$ cat src/include/isa_cfg_macros.svh
// Widths and counts shared by all RTL; HDR_ID_W must exceed ENG_ID_W and CREDIT_W must hold CREDIT_INIT
`ifndef ISA_CFG_MACROS_SVH
`define ISA_CFG_MACROS_SVH

// ==========================================================================
// Instruction stream
// ==========================================================================
`define ISA_WORD_W 32
`define CFG_WORDS 4

// ==========================================================================
// Engines and header target field
// ==========================================================================
`define NUM_ENGINES 4
`define ENG_ID_W 2
`define HDR_ID_W 3

// Credit flow toward the engines
`define CREDIT_INIT 2
`define CREDIT_W 2

`endif

$ cat src/source/isaCfgPkg.sv
// Shared types; all engines use one configuration width of CFG_WORDS instruction words
`include "isa_cfg_macros.svh"

package isaCfgPkg;

    // ======================================================================
    // Data types
    // ======================================================================

    // One word of the instruction stream
    typedef logic [`ISA_WORD_W-1:0] isaWord_t;

    // Assembled configuration, payload word 0 in the low bits
    typedef logic [`CFG_WORDS*`ISA_WORD_W-1:0] cfgInfo_t;

    // Engine and channel number
    typedef logic [`ENG_ID_W-1:0] engId_t;

    // ======================================================================
    // Decoder states
    // ======================================================================
    typedef enum logic [1:0] {
        IDLE = 2'd0,
        LOAD = 2'd1,
        DROP = 2'd2
    } decState_e;

endpackage

$ cat src/source/cfgAssembler.sv
// One engine channel; the engine must never return more credits than it received
`include "isa_cfg_macros.svh"

module cfgAssembler (
    input  logic                 clk,
    input  logic                 rst_n,
    input  isaCfgPkg::isaWord_t  wordDat,
    input  logic                 wordVld,
    output logic                 wordRdy,
    output logic                 reqVld,
    output isaCfgPkg::cfgInfo_t  reqInfo,
    input  logic                 grant,
    input  logic                 cfgCredit
);

    localparam int IDX_W = $clog2(`CFG_WORDS);

    logic [IDX_W-1:0]     wordIdx;
    logic                 full;
    logic [`CREDIT_W-1:0] credit;
    logic                 wordTake;
    logic                 hasCredit;
    isaCfgPkg::cfgInfo_t  info;

    assign wordTake  = wordVld & wordRdy;
    assign hasCredit = (credit != '0);

    // ======================================================================
    // Payload collection
    // ======================================================================

    // Shifting in from the top leaves word 0 in the low bits
    always_ff @(posedge clk) begin
        if (wordTake) begin
            info <= {wordDat, info[`CFG_WORDS*`ISA_WORD_W-1:`ISA_WORD_W]};
        end
    end

    always_ff @(posedge clk or negedge rst_n) begin
        if (!rst_n) begin
            wordIdx <= '0;
            full    <= 1'b0;
        end else begin
            if (wordTake) begin
                if (wordIdx == IDX_W'(`CFG_WORDS - 1)) begin
                    wordIdx <= '0;
                    full    <= 1'b1;
                end else begin
                    wordIdx <= wordIdx + 1'b1;
                end
            end else if (grant) begin
                full <= 1'b0;
            end
        end
    end

    // ======================================================================
    // Credit counter
    // ======================================================================
    always_ff @(posedge clk or negedge rst_n) begin
        if (!rst_n) begin
            credit <= `CREDIT_W'(`CREDIT_INIT);
        end else begin
            case ({cfgCredit, grant})
                2'b10:   credit <= credit + 1'b1;
                2'b01:   credit <= credit - 1'b1;
                default: credit <= credit;
            endcase
        end
    end

    // No new words while a configuration waits
    assign wordRdy = ~full;
    assign reqVld  = full & hasCredit;
    assign reqInfo = info;

endmodule

$ cat config.mk
export PLATFORM = sky130hd
export DESIGN_NAME = cfgAssembler
export DESIGN_NICKNAME = d
export VERILOG_FILES = /design/src/source/isaCfgPkg.sv /design/src/source/cfgAssembler.sv
export VERILOG_INCLUDE_DIRS = /design/src /design/src/include
export SDC_FILE = /design/constraint.sdc
export NUM_CORES = 1
export LEC_CHECK = 0
export ABC_AREA = 1
export BUFFER_PORTS_ARGS = -buffer_cell sky130_fd_sc_hd__buf_2
export CAP_MARGIN = 5
export CORE_UTILIZATION = 51
export CTS_CLUSTER_SIZE = 30
export DETAILED_ROUTE_END_ITERATION = 16
export HOLD_SLACK_MARGIN = 0.06
export PLACE_DENSITY = 0.83
export SYNTH_ARGS = -nofsm -noshare
export SYNTH_HDL_FRONTEND = slang
export SYNTH_SLANG_ARGS = --single-unit
$ cat constraint.sdc
create_clock -name clk -period 4.45 [get_ports clk]
set_input_delay 0.89 -clock clk [delete_from_list [all_inputs] [get_ports clk]]
set_output_delay 0.89 -clock clk [all_outputs]
set_load 0.05 [all_outputs]
Word level (Yosys, flattened, before mapping)
Cells that the tools add are included.
- word-level logic and storage cells: 23
- bits of input ports: 37
- output and inout bits: 130
- flip-flop bits (word level): 133
- bitwise logic cells: 3
- multiplexer cells: 5
- reduce and logical (&&, ||, !) cells: 4
- $add $sub $neg: 3
- equality and inequality tests: 4
- operators by type and width (operator ; count):
    $reduce_bool 2->1 ; 3
    $add 2x1->2 const B ; 2
    $eq 2x2->1 const B ; 2
    $pmux 2 s2 ; 1
    $mux 1 ; 3
    $and 1x1->1 ; 2
    $eq 2x1->1 const B ; 1
    $mux 2 ; 1
    $ne 2x1->1 const B ; 1
    $reduce_and 2->1 ; 1
    $sub 2x1->2 const B ; 1
    $not 1->1 ; 1

Depth between registers and ports, before layout
- word-level depth: 4
- depth in mapped cells: 7
- gate-level depth less buffers: 7

Worst setup path after synthesis
No wires, ideal clock.
- path type: input to register
- start point: in wordVld
- end point: reg info[0], in the netlist reqInfo[0] (enable)
- data arrival time: 2.815 ns
- buffers on the path: 0
- stages: 2
- path slack: 1.188 ns
- setup time: 0.446 ns
- required time: 4.004 ns
- path through: inv_1 > nor2_4
- cells in the longest elaborated chain, start to end: 1
- ends and longest elaborated chain (item ; line ; RTL):
    from (decl) ; cfgAssembler.sv:8 ; input logic wordVld,
    $and 1x1->1 ; cfgAssembler.sv:25 ; assign wordTake = wordVld & wordRdy;
    net wordTake ; cfgAssembler.sv:21 ; logic wordTake;
    to (signal assigned) ; cfgAssembler.sv:35 ; info <= {wordDat, info[`CFG_WORDS*`ISA_WORD_W-1:`ISA_WORD_W]};
    to (decl) ; cfgAssembler.sv:23 ; isaCfgPkg::cfgInfo_t info;
The timed path passes the listed nets, and every way through them passes these cells.
A chain may end at the register's enable or synchronous reset.

Final worst setup path
- start point: reg credit[1]
- end point: out reqVld
- cells in the longest elaborated chain, start to end: 2
- ends and longest elaborated chain (item ; line ; RTL):
    from (decl) ; cfgAssembler.sv:20 ; logic [`CREDIT_W-1:0] credit;
    from (signal assigned) ; cfgAssembler.sv:62 ; credit <= `CREDIT_W'(`CREDIT_INIT);
    from (signal assigned) ; cfgAssembler.sv:65 ; 2'b10: credit <= credit + 1'b1;
    from (signal assigned) ; cfgAssembler.sv:66 ; 2'b01: credit <= credit - 1'b1;
    $reduce_bool 2->1 ; cfgAssembler.sv:26 ; assign hasCredit = (credit != '0);
    $and 1x1->1 ; cfgAssembler.sv:74 ; assign reqVld = full & hasCredit;
    to (decl) ; cfgAssembler.sv:10 ; output logic reqVld,
No other way between the ends.

==> results.toml <==
[critical_path]
critPathRequiredTime_ns = 3.56
critPathLaunchType = "flip-flop"
critical_path.top_delay_family = "flip-flops"
cp.buffers_inverters = 2
path_max_fanout = 2
reg2reg_slack_ns = 2.84
worstSetupPathType = "reg2out"
arrival_ns = 1.49
cp_slowest_stage_delay_ns = 0.53
slowest_stage = "dfstp_2"
crit_path_end_kind = "primary output"
cp_cell_sequence = "inv_1 > a21oi_1 > buf_2"

[yosys]
synth_area_um2 = 4110
synth_compound_area_frac = 0.00395
synth_cells = 160
yosysSeqAreaShare = 0.965
yosysUniqueCellTypes = 15
synth_top_family_by_area = "simple AND/OR/NAND/NOR gates"
syn_avg_cell_area_um2 = 25.7
yosys.area_share.simple = 0.0146
synthAdderAreaFrac = 0.00608
synth_xor_area_frac = 0.00213
synth_nets = 199
muxShareOfSynthArea = 0
ys_ff_latch = 133
yosys_warnings = 0

[clock_network]
insertion_delay_ns = 0.50
cts-buffers-inserted = 17
root_buffer = "clkbuf_8"
post-cts-setup-buffers = 0
cts_buffer_depth = 2
cts_tree = "built"
postCtsHoldBufs = 0
cts-htree-levels = 4
cts-resized-gates = 0
clock_sinks = 133
clk_pin_slew_worst_paths_ns = 0.06

[detailed_routing]
drt-vias-per-instance = 4.73
drt_iter0_drc = 89
wire_per_inst_um = 16.2
ant_nets = 0
drt-total-wl_um = 7470
drc_errors = 0
drtPass1Iterations = 4
vias = 2184

[global_route]
grt_pass1_vias = 2252
grt-busiest-layer = "met2"
use_met3 = 0.0663
grt_max_degree = 70
grt_overflow = 0
use_met2 = 0.341
antenna_found_initial = 1
grt_first_pass_wirelength_um = 11300
track_usage = 0.188
use_met1 = 0.186

[timing]
tns_ns = 0
rsz0062_at_grt = "no"
fmax_ghz = 0.421
clock_skew_ns = 0.00678
worst_slew_pin_slew_ns = 0.737
period_share = 0.534
slew_viol_final = 0
hold_viol_final = 0
setup_viol = 0
fin_crit_ns = 2.38
slew_headroom = 0.509

[layout]
synthToLayoutAreaGrowth_pct = 39.2
fin_util = 0.737
instances_no_fill = 462
fin_area_um2 = 5730
finalNetCount = 386
drive_gt1_frac = 0.563

[die]
initial_utilization = 0.530
ioPinCount = 167
core_area_um2 = 7770
fp-row-count = 32
chipWidth_um = 91.8
design.die.area_um2 = 8430
dieHeight_um = 91.8

[pwr]
p_total_mw = 4.39
ir_drop_uv = 389
switching_share = 0.350
clkPwrFrac = 0.328
p_per_area_nw_per_um2 = 766
seqPwrFrac = 0.413
p_sw_mw = 1.54
intPower_mw = 2.85
combPwrFrac = 0.259
p_leak_nw = 2.36

[place]
place_hpwl_um = 5210
port-buffer-count = 166
place_area_um2 = 5100
finalWeightedCongestion = 0.732
place_inst = 430

[status]
status = "finished clean"

[run]
drv_cap = 0

[worst_hold_path]
hold_path_class = "in2async"
per-stage QoR:
stage               setup WS [ns]  hold WS (ns)
finish                       2.07         0.205
global route                 2.02         0.182
global placement             2.32         0.426
floorplan                    1.19         0.442
detailed placement           2.26         0.429
CTS                          2.05         0.178
layout make-up:
class | instances | area [um^2]
diodes | 1 | 2.50
clock buffers | 18 | 418
clock inverters | 13 | 206
fillers | 497 | 2040
inverters | 9 | 33.8
multi-input cells | 18 | 110
flip-flops and latches | 133 | 3970
well taps | 102 | 128
repair buffers | 168 | 858
kinds of logic after synthesis:
kind of cell,count (synthesis)
AOI/OAI and AO/OA,3
xor gates and xnor gates,1
adders and majority gates,2
buffers and inverters,9
DFF,133
and+or+nand+nor,12
layout by cell type, fill, tap and decap left out, drive strengths merged, types with 2 or more instances in the layout:
| master | Yosys | layout |
|---|---|---|
| buf | 0 | 168 |
| bufinv | 0 | 5 |
| clkbuf | 0 | 18 |
| clkinv | 0 | 5 |
| clkinvlp | 0 | 2 |
| dfrtp | 4 | 4 |
| edfxtp | 128 | 128 |
| ha | 2 | 2 |
| inv | 9 | 10 |
| nand2 | 8 | 8 |
| nand3 | 2 | 2 |
metal layers:
layer | share of wire | up-vias | routed length, um
met5 | 0 | - | 0
met4 | 0.026 | 0 | 193
met3 | 0.063 | 17 | 472
met2 | 0.58 | 100 | 4320
met1 | 0.33 | 1061 | 2480
li1 | - | 1006 | -
cell usage after synthesis:
| cell type | count | share of area |
|---|---|---|
| a21oi_1 | 1 | 0.0012 |
| dfrtp_1 | 4 | 0.024 |
| dfstp_2 | 1 | 0.0064 |
| edfxtp_1 | 128 | 0.93 |
| ha_1 | 2 | 0.0061 |
| inv_1 | 8 | 0.0073 |
| inv_2 | 1 | 0.00091 |
| nand2_1 | 7 | 0.0064 |
| nand2_2 | 1 | 0.0015 |
| nand3_1 | 2 | 0.0024 |
| nand4_1 | 1 | 0.0015 |
| nor2_4 | 1 | 0.0027 |
| o21ai_0 | 1 | 0.0012 |
| o22ai_1 | 1 | 0.0015 |
| xnor2_1 | 1 | 0.0021 |
flip-flops by register name (all words and copies together), names as in the netlist:
register  count
wordIdx       2
credit        2
full          1
reqInfo     128
path summary, 6_finish.rpt:
| check | from | endpoint | cells past startpoint |
|---|---|---|---|
| max | credit[1] | reqVld | 3 |
| min | rst_n | credit[0] | 1 |
| max reg2reg | full | reqInfo[7] | 2 |
| min reg2reg | reqInfo[120] | reqInfo[88] | 0 |
| max in group asynchronous | rst_n | credit[1] | 1 |
| min in group clk | reqInfo[120] | reqInfo[88] | 0 |
power groups by stage:
stage | Combinational (mW) | Clock (mW) | Sequential, mW
floorplan | 0.142 | 0 | 2.56
global placement | 1.13 | 0 | 1.81
detailed placement | 1.14 | 0 | 1.83
CTS | 1.14 | 1.47 | 1.81
global route | 1.17 | 1.52 | 1.84
finish | 1.14 | 1.44 | 1.81
No activity file was read; power rests on OpenSTA's default activity.
