===== src/include/isa_cfg_macros.svh =====
// Widths and counts shared by all RTL; HDR_ID_W must exceed ENG_ID_W and CREDIT_W must hold CREDIT_INIT
`ifndef ISA_CFG_MACROS_SVH
`define ISA_CFG_MACROS_SVH

// ==========================================================================
// Instruction stream
// ==========================================================================
`define ISA_WORD_W 32
`define CFG_WORDS 4

// ==========================================================================
// Engines and header target field
// ==========================================================================
`define NUM_ENGINES 4
`define ENG_ID_W 2
`define HDR_ID_W 3

// Credit flow toward the engines
`define CREDIT_INIT 2
`define CREDIT_W 2

`endif


===== src/source/isaCfgPkg.sv =====
// Shared types; all engines use one configuration width of CFG_WORDS instruction words
`include "isa_cfg_macros.svh"

package isaCfgPkg;

    // ======================================================================
    // Data types
    // ======================================================================

    // One word of the instruction stream
    typedef logic [`ISA_WORD_W-1:0] isaWord_t;

    // Assembled configuration, payload word 0 in the low bits
    typedef logic [`CFG_WORDS*`ISA_WORD_W-1:0] cfgInfo_t;

    // Engine and channel number
    typedef logic [`ENG_ID_W-1:0] engId_t;

    // ======================================================================
    // Decoder states
    // ======================================================================
    typedef enum logic [1:0] {
        IDLE = 2'd0,
        LOAD = 2'd1,
        DROP = 2'd2
    } decState_e;

endpackage


===== src/source/isaDecoder.sv =====
// Expects one header and then exactly CFG_WORDS payload words; targets at or above NUM_ENGINES are discarded
`include "isa_cfg_macros.svh"

module isaDecoder (
    input  logic                     clk,
    input  logic                     rst_n,
    input  isaCfgPkg::isaWord_t      isaDat,
    input  logic                     isaVld,
    output logic                     isaRdy,
    output isaCfgPkg::isaWord_t      wordDat,
    output logic [`NUM_ENGINES-1:0]  wordVld,
    input  logic [`NUM_ENGINES-1:0]  wordRdy
);

    localparam int CNT_W = $clog2(`CFG_WORDS);

    isaCfgPkg::decState_e state;
    isaCfgPkg::decState_e nextState;
    isaCfgPkg::engId_t    target;
    logic [CNT_W-1:0]     wordCnt;
    logic [`HDR_ID_W-1:0] hdrId;
    logic                 hdrValid;
    logic                 take;
    logic                 lastWord;

    // ======================================================================
    // Header decode
    // ======================================================================
    assign hdrId    = isaDat[`HDR_ID_W-1:0];
    assign hdrValid = (hdrId < `HDR_ID_W'(`NUM_ENGINES));
    assign take     = isaVld & isaRdy;
    assign lastWord = (wordCnt == CNT_W'(`CFG_WORDS - 1));

    // ======================================================================
    // FSM
    // ======================================================================
    always_comb begin
        nextState = state;
        case (state)
            isaCfgPkg::IDLE: begin
                if (take) begin
                    nextState = hdrValid ? isaCfgPkg::LOAD : isaCfgPkg::DROP;
                end
            end
            isaCfgPkg::LOAD, isaCfgPkg::DROP: begin
                // Back to IDLE with the last payload word
                if (take && lastWord) begin
                    nextState = isaCfgPkg::IDLE;
                end
            end
            default: nextState = isaCfgPkg::IDLE;
        endcase
    end

    always_ff @(posedge clk or negedge rst_n) begin
        if (!rst_n) begin
            state   <= isaCfgPkg::IDLE;
            target  <= '0;
            wordCnt <= '0;
        end else begin
            state <= nextState;
            if (state == isaCfgPkg::IDLE) begin
                if (take) begin
                    target  <= hdrId[`ENG_ID_W-1:0];
                    wordCnt <= '0;
                end
            end else if (take) begin
                wordCnt <= lastWord ? '0 : wordCnt + 1'b1;
            end
        end
    end

    // ======================================================================
    // Routing to channels
    // ======================================================================
    assign wordDat = isaDat;

    always_comb begin
        wordVld = '0;
        if (state == isaCfgPkg::LOAD) begin
            wordVld[target] = isaVld;
        end
    end

    // Stall only while the selected channel is full
    always_comb begin
        case (state)
            isaCfgPkg::LOAD: isaRdy = wordRdy[target];
            default:         isaRdy = 1'b1;
        endcase
    end

endmodule


===== config.mk =====
export PLATFORM = sky130hd
export DESIGN_NAME = isaDecoder
export DESIGN_NICKNAME = d
export VERILOG_FILES = /design/src/source/isaCfgPkg.sv /design/src/source/isaDecoder.sv
export VERILOG_INCLUDE_DIRS = /design/src /design/src/include
export SDC_FILE = /design/constraint.sdc
export NUM_CORES = 1
export LEC_CHECK = 0
export ABC_AREA = 1
export BUFFER_PORTS_ARGS = -buffer_cell sky130_fd_sc_hd__buf_2
export CAP_MARGIN = 5
export CORE_UTILIZATION = 30
export CTS_CLUSTER_DIAMETER = 200
export DETAILED_ROUTE_END_ITERATION = 6
export PLACE_DENSITY_LB_ADDON = 0.2
export SETUP_SLACK_MARGIN = 0.02
export SKIP_CTS_REPAIR_TIMING = 1
export SLEW_MARGIN = 15
export SYNTH_ARGS = -nofsm -noshare
export SYNTH_HDL_FRONTEND = slang
export SYNTH_SLANG_ARGS = --single-unit

===== constraint.sdc =====
create_clock -name clk -period 1.25 [get_ports clk]
set_clock_uncertainty 0.05 [all_clocks]
set_input_delay 0.25 -clock clk [delete_from_list [all_inputs] [get_ports clk]]
set_output_delay 0.25 -clock clk [all_outputs]
set_load 0.02 [all_outputs]

After elaboration in Yosys (flattened, before gate mapping). Index checks and enable logic that the tools add are counted.

Output and inout bits: 37. Register bits: 6. Input port bits: 39.

Add/subtract/negate cells: 1. Bitwise operators: 2. Multiplexer cells: 14. Reductions and logical operators: 6. Order comparisons: 3. Eq/ne operators: 5.

Operators with widths (count): two-way mux 2 bit (7); bitwise AND 4 bit (1); equality test 2 bit, second input constant (2); two-way mux 4 bit (1); inequality test 2 bit, second input constant (2); one-hot mux 2 bit (2 select lines) (1); AND reduction 2 bit (2); < comparator 2 x 3 -> 1 bit, second input constant (1); < comparator 3 bit, second input constant (1); two-way mux 1 bit (3); adder 2 x 1 -> 2 bit, second input constant (1); binary-select mux 1 bit (select 2 bit) (1); demux 1 bit (select 2 bit) (1); equality test 2 x 1 -> 1 bit, second input constant (1); greater-or-equal comparator 2 x 1 -> 1 bit, second input constant (1); logical AND 1 bit (2); logical NOT 2 bit (1); OR reduction 2 bit (1); bitwise AND 1 bit (1).

Logic depth before layout (Yosys ltp).
Depth in word-level cells: 7. Gate-level depth with buffers: 9. Gate-level depth less buffers: 9.

Least setup slack after synthesis. OpenSTA, ideal clock, no wires.

Path type: register to output. Start: register state[1]. End: output port wordVld[0]. Setup slack: -0.241 ns. Data arrival time: 1.191 ns. Cell stages (with the launch flop): 5. Required time: 0.950 ns. Path through: dfrtp_1 -> inv_1 -> ha_1 -> nand2_1 -> nor3_1.

Word-level cells in the longest chain between the ends: 2.

RTL lines: from (decl) (RTL line isaDecoder.sv:17) `isaCfgPkg::decState_e state;`; from (signal assigned) (RTL line isaDecoder.sv:57) `state <= isaCfgPkg::IDLE;`; from (signal assigned) (RTL line isaDecoder.sv:61) `state <= nextState;`; equality test 2 x 1 -> 1 bit (RTL line isaDecoder.sv:80) `if (state == isaCfgPkg::LOAD) begin`; two-way mux 4 bit (RTL line isaDecoder.sv:80); to (decl) (RTL line isaDecoder.sv:11) `` output logic [`NUM_ENGINES-1:0] wordVld, ``.

No other way between the ends.

Final worst setup path.
Start: register state[1]. End: output port wordVld[2].

Same word-level chain as after synthesis.

==> key figures <==
Power and ir drop
  – P_sw: 0.715 mW
  – Seq pwr share: 22.2%
  – VDD IR max: a little over 0.7 mV
  – Final Total Pwr: between 1.5 and 2 mW
  – Internal cell power: around 0.89 mW
  – Power Density: 2120 nW/um^2
  – Sw frac: between 40% and 50%
  – Clock power share: about 13%
  – Static Leak: between 0.3 and 0.4 nW
  – Comb pwr share: approximately two thirds

Routing
  – Via-to-Cell Ratio: between 4 and 5
  – Total Wirelength: approximately 1200 um
  – # DRC: 0
  – Vias: 471
  – Drt first-iter violations: 3
  – Drt first pass iters: 3
  – Wirelength per Cell: around 11 um
  – Final ANT Viol Nets: 0

Place
  – Worst slack, placed: -76.0 ps
  – Placer Congestion: around 0.66
  – DP HPWL: 941 um
  – IO Port Bufs: 17

Global route
  – Met2 Resource Use GR: 16.2%
  – Remaining Overflow, GRT: 0
  – GRT Total Usage: between 10 and 15%
  – Initial antenna violation count: 0
  – Vias in the first global route: around 450
  – Met1 GRT Util: approximately 12%
  – Top Usage Layer GRT: met2
  – Largest net degree at the start of global routing: 7
  – GRT met3 Usage: under 10%
  – First-pass GRT wire length: slightly below 2000 um

Synthesis
  – Largest area contributor in the netlist: buf_4
  – Count leader, synth: buf_4
  – Register area share after synthesis: 22.8%
  – Count of unique library cells instantiated by Yosys: 14
  – Most frequent cells after synthesis: 32 x buf_4, 19 x nand2_1, 8 x inv_1
  – Top_reg_cell synth: dfrtp_1
  – Area contributors post-synth: buf_4 36%, dfrtp_1 23%, nand2_1 11%, ha_1 5.7%, inv_1 4.6%
  – Yosys Warn Count: 0
  – Area of the mapped netlist: roughly 660 um^2
  – Synthesized area per cell: 7.41 um^2
  – Synth Register Bits: 6
  – Post-Synthesis Cells: slightly below 90
  – EDFF count, synth: 0
  – Post-synth net total: approximately 130
  – Ys async rst share: between 90% and 100%
  – Post-synth top area share: approximately 36%

Clock network
  – Root buf cell: clkbuf_4
  – CTS tree: built
  – Clock-pin slew on the worst setup and hold paths: approximately 60 ps
  – Total CTS buffers: 3
  – Max Buffers Root-to-Sink: 2
  – Maximum level of the CTS H-tree: 1
  – Worst skew pair latency: 250 ps
  – Clock Sinks: 6

Floorplan
  – Core area: 2020 um^2
  – Die W: 48.9 um
  – Standard-cell rows: 16
  – Initial Utilization: between 30% and 40%
  – Die Ht: a little under 50 um
  – Die footprint: between 2000 and 2500 um^2
  – I/O pins: 76

STA
  – Final Hold Fails: 0
  – Fin crit period: 1530 ps
  – Max Slew Vio Count: 0
  – Worst Max-Slew Pin Slew: roughly 220 ps
  – Slew headroom: 85.6%
  – Setup Total Neg Slack: -1360 ps
  – # setup viols final: 9
  – FMAX: about 650 MHz
  – Setup ws final: -279 ps
  – Period Utilization, post-route: 122%
  – RSZ-0062 raised after global routing: true

Finish
  – # nets final: 130
  – N_diodes: 0
  – Area growth from synthesis to layout: 14.6%
  – Share of layout cells above drive strength 1: 56.3%

Status
  – Failing checks: setup timing
  – Outcome: finished, violations left

Critical path
  – CP arrival: roughly 1200 ps
  – CP max FO: 4
  – Crit Path Class: reg2out
  – Critical Path End Type: primary output
  – Worst path required time: 950 ps
  – Setup crit start: state[1]$_DFFE_PN0P_
  – Launching point of the worst reg2reg path: state[1]$_DFFE_PN0P_
  – Critical Path Source Type: register

Worst hold path
  – Min-delay src: isaDat[0]
  – Worst Hold Class: in2reg

Run
  – Max-Cap Viols: 0
==> layout by cell type (no fill, tap or decap) <==
master          n
nand2_2         6
nand2_4         1
inv_4           1
dfrtp_1         4
o21ai_1         4
dlygate4sd3_1   1
nand3_4         1
clkbuf_1        1
buf_2          12
nor3_4          4
nand3_1         2
buf_4           8
buf_6           5
nand2_1        16
nand3_2         2
ha_1            1
ha_4            2
dfrtp_2         2
clkbuf_4        3
nor2_1          2
inv_1           7
inv_2           1
or2_4           1
==> metal layers <==
metal  part of all wire [%]  vias to the layer above
li1                       -                      238
met3                    7.5                       12
met2                     44                       19
met4                    4.9                        0
met5                      0                        -
met1                     43                      202
==> cell families after synthesis <==
kind of cell	after synthesis	synth area share [%]
flip-flops	6	22.8
AND/OR/NAND/NOR	35	26.9
AO/OA/AOI/OAI	4	3.04
buffers and inverters	41	41.6
adder cells (fa/ha/maj)	3	5.69
==> state kept, by name (all words and copies together) (netlist names) <==
register and count:
state 2, target 2, wordCnt 2
==> power by group through the flow <==
stage | Combinational, mW | Clock [mW] | Sequential [mW]
floorplan | 0.746 | 0 | 0.396
global placement | 0.908 | 0 | 0.359
detailed placement | 0.912 | 0 | 0.361
CTS | 0.918 | 0.213 | 0.358
global route | 1.16 | 0.227 | 0.373
finish | 1.04 | 0.205 | 0.357
==> final timing paths <==
path / endpoint / slack [ps] / cells past startpoint
setup / recovery: wordVld[2] / -280 / 5
hold / removal: target[0]$_DFFE_PN0P_ / 190 / 3
setup reg to reg: state[0]$_DFFE_PN0P_ / -50 / 6
hold reg to reg: wordCnt[1]$_DFFE_PN0N_ / 460 / 2
max in group asynchronous: target[1]$_DFFE_PN0P_ / 690 / 2
min in group asynchronous: target[0]$_DFFE_PN0P_ / 300 / 2
==> cell type report <==
cell class / count / area (um^2)
Fill cell: 211 / 1270
Multi-Input combinational cell: 42 / 320
Timing Repair Buffer: 26 / 186
Sequential cell: 6 / 153
Inverter: 9 / 36.3
Tap cell: 27 / 33.8
Clock buffer: 4 / 26.3
==> through the flow <==
step	cell area, um^2	hold WS (ps)	cells	utilization (%)
3_5_place_dp	648	42.8	106	32.1
2_1_floorplan	732	-95.6	89	-
6_report	756	186	114	37.4
5_1_grt	756	189	114	37.4
3_3_place_gp	648	35.9	106	32.1
4_1_cts	674	-232	110	33.4
==> worst max-delay path: stages (launching register included) <==
cell and delay, ps:
dfrtp_1 380, inv_2 80, ha_4 150, nand2_4 90, nor3_4 140, buf_6 140
Power figures use the tool's default switching activity.
